<file path="src/rtl/masku_cfg.svh">
`ifndef MASKU_CFG_SVH
`define MASKU_CFG_SVH

// Mask unit configuration

// Number of lanes feeding the mask unit
`define MASKU_NR_LANES 4

// Element width, also the width of one lane word
`define MASKU_ELEN 64

// Result producing units per lane (ALU and FPU)
`define MASKU_NR_FUNITS 2

`endif

</file>
<file path="src/rtl/masku_pkg.sv">
`include "masku_cfg.svh"

package masku_pkg;

  // ------------------------------
  // Datapath geometry
  // ------------------------------
  localparam int unsigned NR_LANES    = `MASKU_NR_LANES;
  localparam int unsigned ELEN        = `MASKU_ELEN;
  localparam int unsigned ELENB       = ELEN / 8;
  localparam int unsigned DP_WIDTH    = NR_LANES * ELEN;
  localparam int unsigned DP_BYTES    = DP_WIDTH / 8;
  // m and vd, then one slot per result unit
  localparam int unsigned NR_OPERANDS = `MASKU_NR_FUNITS + 2;

  // Operand slot indices within one lane
  localparam int unsigned OPD_M  = 0;
  localparam int unsigned OPD_VD = 1;
  localparam int unsigned OPD_FU = 2;

  typedef logic [ELEN-1:0]     elen_t;
  typedef logic [DP_WIDTH-1:0] beat_t;

  // ------------------------------
  // Encodings
  // ------------------------------
  typedef enum logic [1:0] {
    EW8  = 2'd0,
    EW16 = 2'd1,
    EW32 = 2'd2,
    EW64 = 2'd3
  } vew_e;

  typedef enum logic {
    FU_ALU = 1'b0,
    FU_FPU = 1'b1
  } masku_fu_e;

  // Carry ops read v0 as a source, not as a mask
  typedef enum logic {
    OP_CMP   = 1'b0,
    OP_CARRY = 1'b1
  } masku_op_e;

  typedef struct packed {
    masku_op_e  op;
    masku_fu_e  fu;
    logic       vm;         // 1 means unmasked
    vew_e       vsew;       // source element width
    vew_e       eew_vmask;  // width v0 was written with
    logic [8:0] vrf_pnt;    // bit offset of the first result
  } masku_req_t;

  // Operand words delivered by one lane
  typedef struct packed {
    elen_t m;
    elen_t vd;
    elen_t alu;
    elen_t fpu;
  } lane_ops_t;

  // ------------------------------
  // Lane shuffle helpers
  // ------------------------------

  // Sequential byte index to lane-ordered byte index
  function automatic int unsigned shuffle_index(int unsigned byte_idx, vew_e ew);
    int unsigned ewb;
    int unsigned elem;
    int unsigned k;
    ewb  = 1 << int'(ew);
    elem = byte_idx / ewb;
    k    = byte_idx % ewb;
    return (elem % NR_LANES) * ELENB + (elem / NR_LANES) * ewb + k;
  endfunction

  // Lane-ordered byte index back to sequential byte index
  function automatic int unsigned deshuffle_index(int unsigned byte_idx, vew_e ew);
    int unsigned ewb;
    int unsigned lane;
    int unsigned off;
    int unsigned elem;
    ewb  = 1 << int'(ew);
    lane = byte_idx / ELENB;
    off  = byte_idx % ELENB;
    elem = (off / ewb) * NR_LANES + lane;
    return elem * ewb + (off % ewb);
  endfunction

endpackage

</file>
<file path="src/rtl/masku_result.sv">
`timescale 1ns/1ps

module masku_result (
  input  logic             clk_i,
  input  logic             arst_n_i,
  input  logic             beat_valid_i,
  output logic             beat_ready_o,
  input  masku_pkg::beat_t vd_seq_i,
  input  masku_pkg::beat_t alu_compressed_i,
  input  masku_pkg::beat_t bit_enable_i,
  output masku_pkg::beat_t result_o,
  output logic             result_valid_o,
  input  logic             result_ready_i
);

  import masku_pkg::*;

  beat_t merged;
  beat_t result_q;
  logic  valid_q;
  logic  accept;

  // ------------------------------
  // Merge
  // ------------------------------
  // Disabled bits keep vd, so tail and masked-off bits stay undisturbed
  assign merged = (alu_compressed_i & bit_enable_i) | (vd_seq_i & ~bit_enable_i);

  // ------------------------------
  // Output register
  // ------------------------------
  // Free slot, or the held word leaves this cycle
  assign beat_ready_o = ~valid_q | result_ready_i;
  assign accept       = beat_valid_i & beat_ready_o;

  always_ff @(posedge clk_i or negedge arst_n_i) begin
    if (!arst_n_i) begin
      valid_q <= 1'b0;
    end else begin
      if (accept) begin
        valid_q <= 1'b1;
      end else if (result_ready_i) begin
        valid_q <= 1'b0;
      end
    end
  end

  // Payload
  always_ff @(posedge clk_i) begin
    if (accept) begin
      result_q <= merged;
    end
  end

  assign result_o       = result_q;
  assign result_valid_o = valid_q;

endmodule

</file>
<file path="config.mk">
export PLATFORM = sky130hd
export DESIGN_NAME = masku_result
export DESIGN_NICKNAME = d
export VERILOG_FILES = /design/src/rtl/masku_pkg.sv /design/src/rtl/masku_result.sv
export VERILOG_INCLUDE_DIRS = /design/src /design/src/rtl
export SDC_FILE = /design/constraint.sdc
export NUM_CORES = 1
export LEC_CHECK = 0
export BUFFER_PORTS_ARGS = -buffer_cell sky130_fd_sc_hd__buf_4
export CAP_MARGIN = 30
export CORE_AREA = 2 2 400 402
export CTS_CLUSTER_SIZE = 24
export DETAILED_ROUTE_END_ITERATION = 7
export DIE_AREA = 0 0 402 404
export HOLD_SLACK_MARGIN = 0.1
export PLACE_DENSITY = 0.3
export SYNTH_ARGS = -nofsm -noshare
export SYNTH_HDL_FRONTEND = slang
export SYNTH_SLANG_ARGS = --single-unit
</file>
<file path="constraint.sdc">
create_clock -name clk_i -period 17 [get_ports clk_i]
set_input_delay 2.55 -clock clk_i [delete_from_list [all_inputs] [get_ports clk_i]]
set_output_delay 2.55 -clock clk_i [all_outputs]
set_load 0.01 [all_outputs]
</file>
Word-level counts from Yosys, hierarchy flattened
Index checks and enable logic that the tools add are counted.

Bits in registers: 257. Input port bits: 772. Output and inout bits: 258. Logic and storage cells: 12.

Muxes and demuxes: 2. Bitwise operators: 7. Reductions and logical operators: 1.

Operator list (count): $and 256x256->256 (2); $not 256->256 (1); $or 256x256->256 (1); $mux 1 (2); $reduce_bool 2->1 (1); $and 1x1->1 (1); $not 1->1 (1); $or 1x1->1 (1).

Longest topological paths before layout
Depth after elaboration: 4. Gate-level depth with buffers: 2. Mapped depth without buffers: 2.

Worst setup path before layout
No wires, ideal clock.

Kind: input-to-reg. From: input result_ready_i. To: register result_q[0], in the netlist result_o[0], enable pin. Data arrival time: 8.489 ns. Slack: 7.863 ns. Stages: 2. Cell sequence: nand2b_4 and2_1.

Cells in the longest elaborated chain, start to end: 2.

RTL lines: from (decl) (RTL line masku_result.sv:13) `input logic result_ready_i`; $or 1x1->1 (RTL line masku_result.sv:33) `assign beat_ready_o = ~valid_q | result_ready_i;`; $and 1x1->1 (RTL line masku_result.sv:34) `assign accept = beat_valid_i & beat_ready_o;`; net accept (RTL line masku_result.sv:21) `logic accept;`; to (signal assigned) (RTL line masku_result.sv:51) `result_q <= merged;`; to (decl) (RTL line masku_result.sv:19) `beat_t result_q;`.

The timed path passes the listed nets, and every way through them passes these cells. A chain may end at the register's enable or synchronous reset.

Worst setup path after layout
From: input result_ready_i. To: output beat_ready_o.

Cells in the longest elaborated chain, start to end: 1.

RTL lines: $or 1x1->1 (RTL line masku_result.sv:33); to (decl) (RTL line masku_result.sv:7) `output logic beat_ready_o,`.

No other way between the ends.

==> run metrics <==
Worst Setup SP result_ready_i; DR WL/cell ~25 um; post-synthesis cell area 11600 sq um; # Max-Cap Violations 0; area share of the largest cell type after synthesis about 66%; # IOs just over 1000; Mapped Cells between 500 and 600; Area contributors post-synth edfxtp_1 (66%), mux2_4 (33%), dfrtp_1 (0.22%), nand2b_4 (0.12%), and2_1 (0.054%); H-Tree Depth 2; global-route usage over all layers a little over a tenth; slew margin rel. 38.6%; number of global-route vias before repair roughly 11000; Num CTS Buffers 37; Worst Tran Pin Value 0.921 ns; Final Setup Violations 0; IO Port Bufs slightly above 1000; DRC 0; hold_buf cts 0; clk buf depth 3; DRT Wirelength a little over 90 mm; clock transition at the registers of the reported paths approximately 0.050 ns; Post-Syn Area per Cell 22.4 sq um; total negative slack 0 ns; CTS tree done; most used cell, CP buf_4; unrepaired setup endpoints after global routing false; global route total overflow 0; Crit Path Category in -> out; Starting Density between 7 and 8%; Crit path max-delay family buffers and inverters; startpoint types input port; total power 0.00188 W; clock root cell clkbuf_16; Synth area leader edfxtp_1; Period minus WS final about 5.6 ns; r2r startpoint result_valid_o; DR iter-0 viols ~430; Clock Latency Late Sink between 0.5 and 0.6 ns; Die X around 400 um; final RePlAce weighted congestion ~0.90; CTS sink count ~260; Nets around 2400; Slew Limit Fails 0; slowest stage cell, crit path nand2b_4; DR vias between 9000 and 10000; largest net degree at the start of global routing 63; post-synthesis cell type count 6; Final Skew 0.0133 ns; CP arrival about 3 ns; CP Cell Sequence buf_4 > nand2b_4 > buf_4; CP endpoint kind output port; Layout area overhead 99.2%; Post-Layout Cell Count around 3700; Synth warnings 0; R2R setup slack around 14 ns; WP data required around 14 ns; hold path start result_valid_o; final setup margin around 11 ns; initial antenna violation count 72; die height between 400 and 500 um; Post-DP HPWL just over 80 mm; Peak Freq between 150 and 200 MHz; CP max stage delay roughly 0.18 ns; drt first pass iters 4; min-delay worst type reg -> reg; dpl ws about 11 ns; syn_nets between 1000 and 1500; outcome complete, no violations; post-route clock period utilization between 30% and 40%; Placed Cells 3621; num rows between 100 and 150; first-pass GRT wire length 112 mm; Leak Pwr 10.1 nW; Max FO, Critical Path 3; Seq/Total Area, Yosys around 67%; Max IR drop VDD between 0.00004 and 0.00005 V; WP buf/inv 2; die area 162000 sq um; Antenna Nets Post-Route 0; Vias/cell 2.66; Post-CTS Setup Inserts 0; FF+latch count, synth roughly 260; core area 158000 sq um; post-CTS resize count 0; worst hold slack 0.763 ns; Cell Pwr Density 81.7 nW/um^2; layout cell share with drive strength beyond 1 slightly above 80%; Final Hold Vio Count 0
[where the power goes]
group          leakage (nW)  internal, W  switching, W
logic                  7.08     0.000229      0.000141
registers              2.45     0.000751     0.0000148
clock network         0.544     0.000432      0.000315
total                  10.1      0.00141      0.000471
[cell usage in the layout, fill, tap and decap left out]
| master | n |
|---|---|
| buf_4 | 1033 |
| mux2_4 | 256 |
| edfxtp_1 | 256 |
| clkbuf_16 | 39 |
| clkbuf_1 | 8 |
| clkinv_1 | 7 |
| clkinv_2 | 5 |
| diode_2 | 3 |
| clkinvlp_4 | 3 |
| nand2b_4 | 1 |
| and2_4 | 1 |
| nand2b_1 | 1 |
| inv_6 | 1 |
| clkinv_4 | 1 |
| bufinv_16 | 1 |
| dfrtp_1 | 1 |
[final cells by class]
type,count,area [sq um]
repair buffers,1033,7750
diodes,3,7.51
flip-flops and latches,257,7710
clock inverters,18,121
clock buffers,47,1010
multi-input cells,259,3870
well taps,2072,2590
fillers,17700,135000
[cell usage after synthesis (all sizes together)]
cell and count:
edfxtp 256, mux2 256, nand2b 2, and2 1, dfrtp 1
[flip-flops by register name, indices dropped and copies added, names as in the netlist]
signal          flops
result_o          256
result_valid_o      1
[layer usage]
metal  GRT usage [%]  routed length [um]  up-vias
li1                -                   -     4249
met1            12.8               37200     4759
met2            18.1               43900      641
met3            3.96                7780      164
met4            1.96                1800       14
met5               0                  85        -
[worst paths after layout]
| check | to | depth (start not counted) |
|---|---|---|
| max | beat_ready_o | 3 |
| min | result_valid_o | 2 |
| max reg2reg | result_o[226] | 4 |
| min reg2reg | result_valid_o | 2 |
| max in group asynchronous | result_valid_o | 1 |
| min in group asynchronous | result_valid_o | 1 |
[worst register-to-register path, delay by kind of cell (launching register included)]
kind	cells	cell delay, ns
buffers and inverters	2	1.52
DFF	1	0.48
and+or+nand+nor	2	0.63
[logic make-up after synthesis]
kind of cell	count (synthesis)	synth area share, %
muxes	256	33.2
and+or+nand+nor	3	0.227
DFF	257	66.6
[through the flow]
stage	area, sq um	util [%]
3_3_place_gp	21900	13.9
4_1_cts	23100	14.6
2_1_floorplan	11600	-
6_report	23100	14.6
5_1_grt	23100	14.6
3_5_place_dp	21900	13.9
Power figures use the tool's default switching activity.
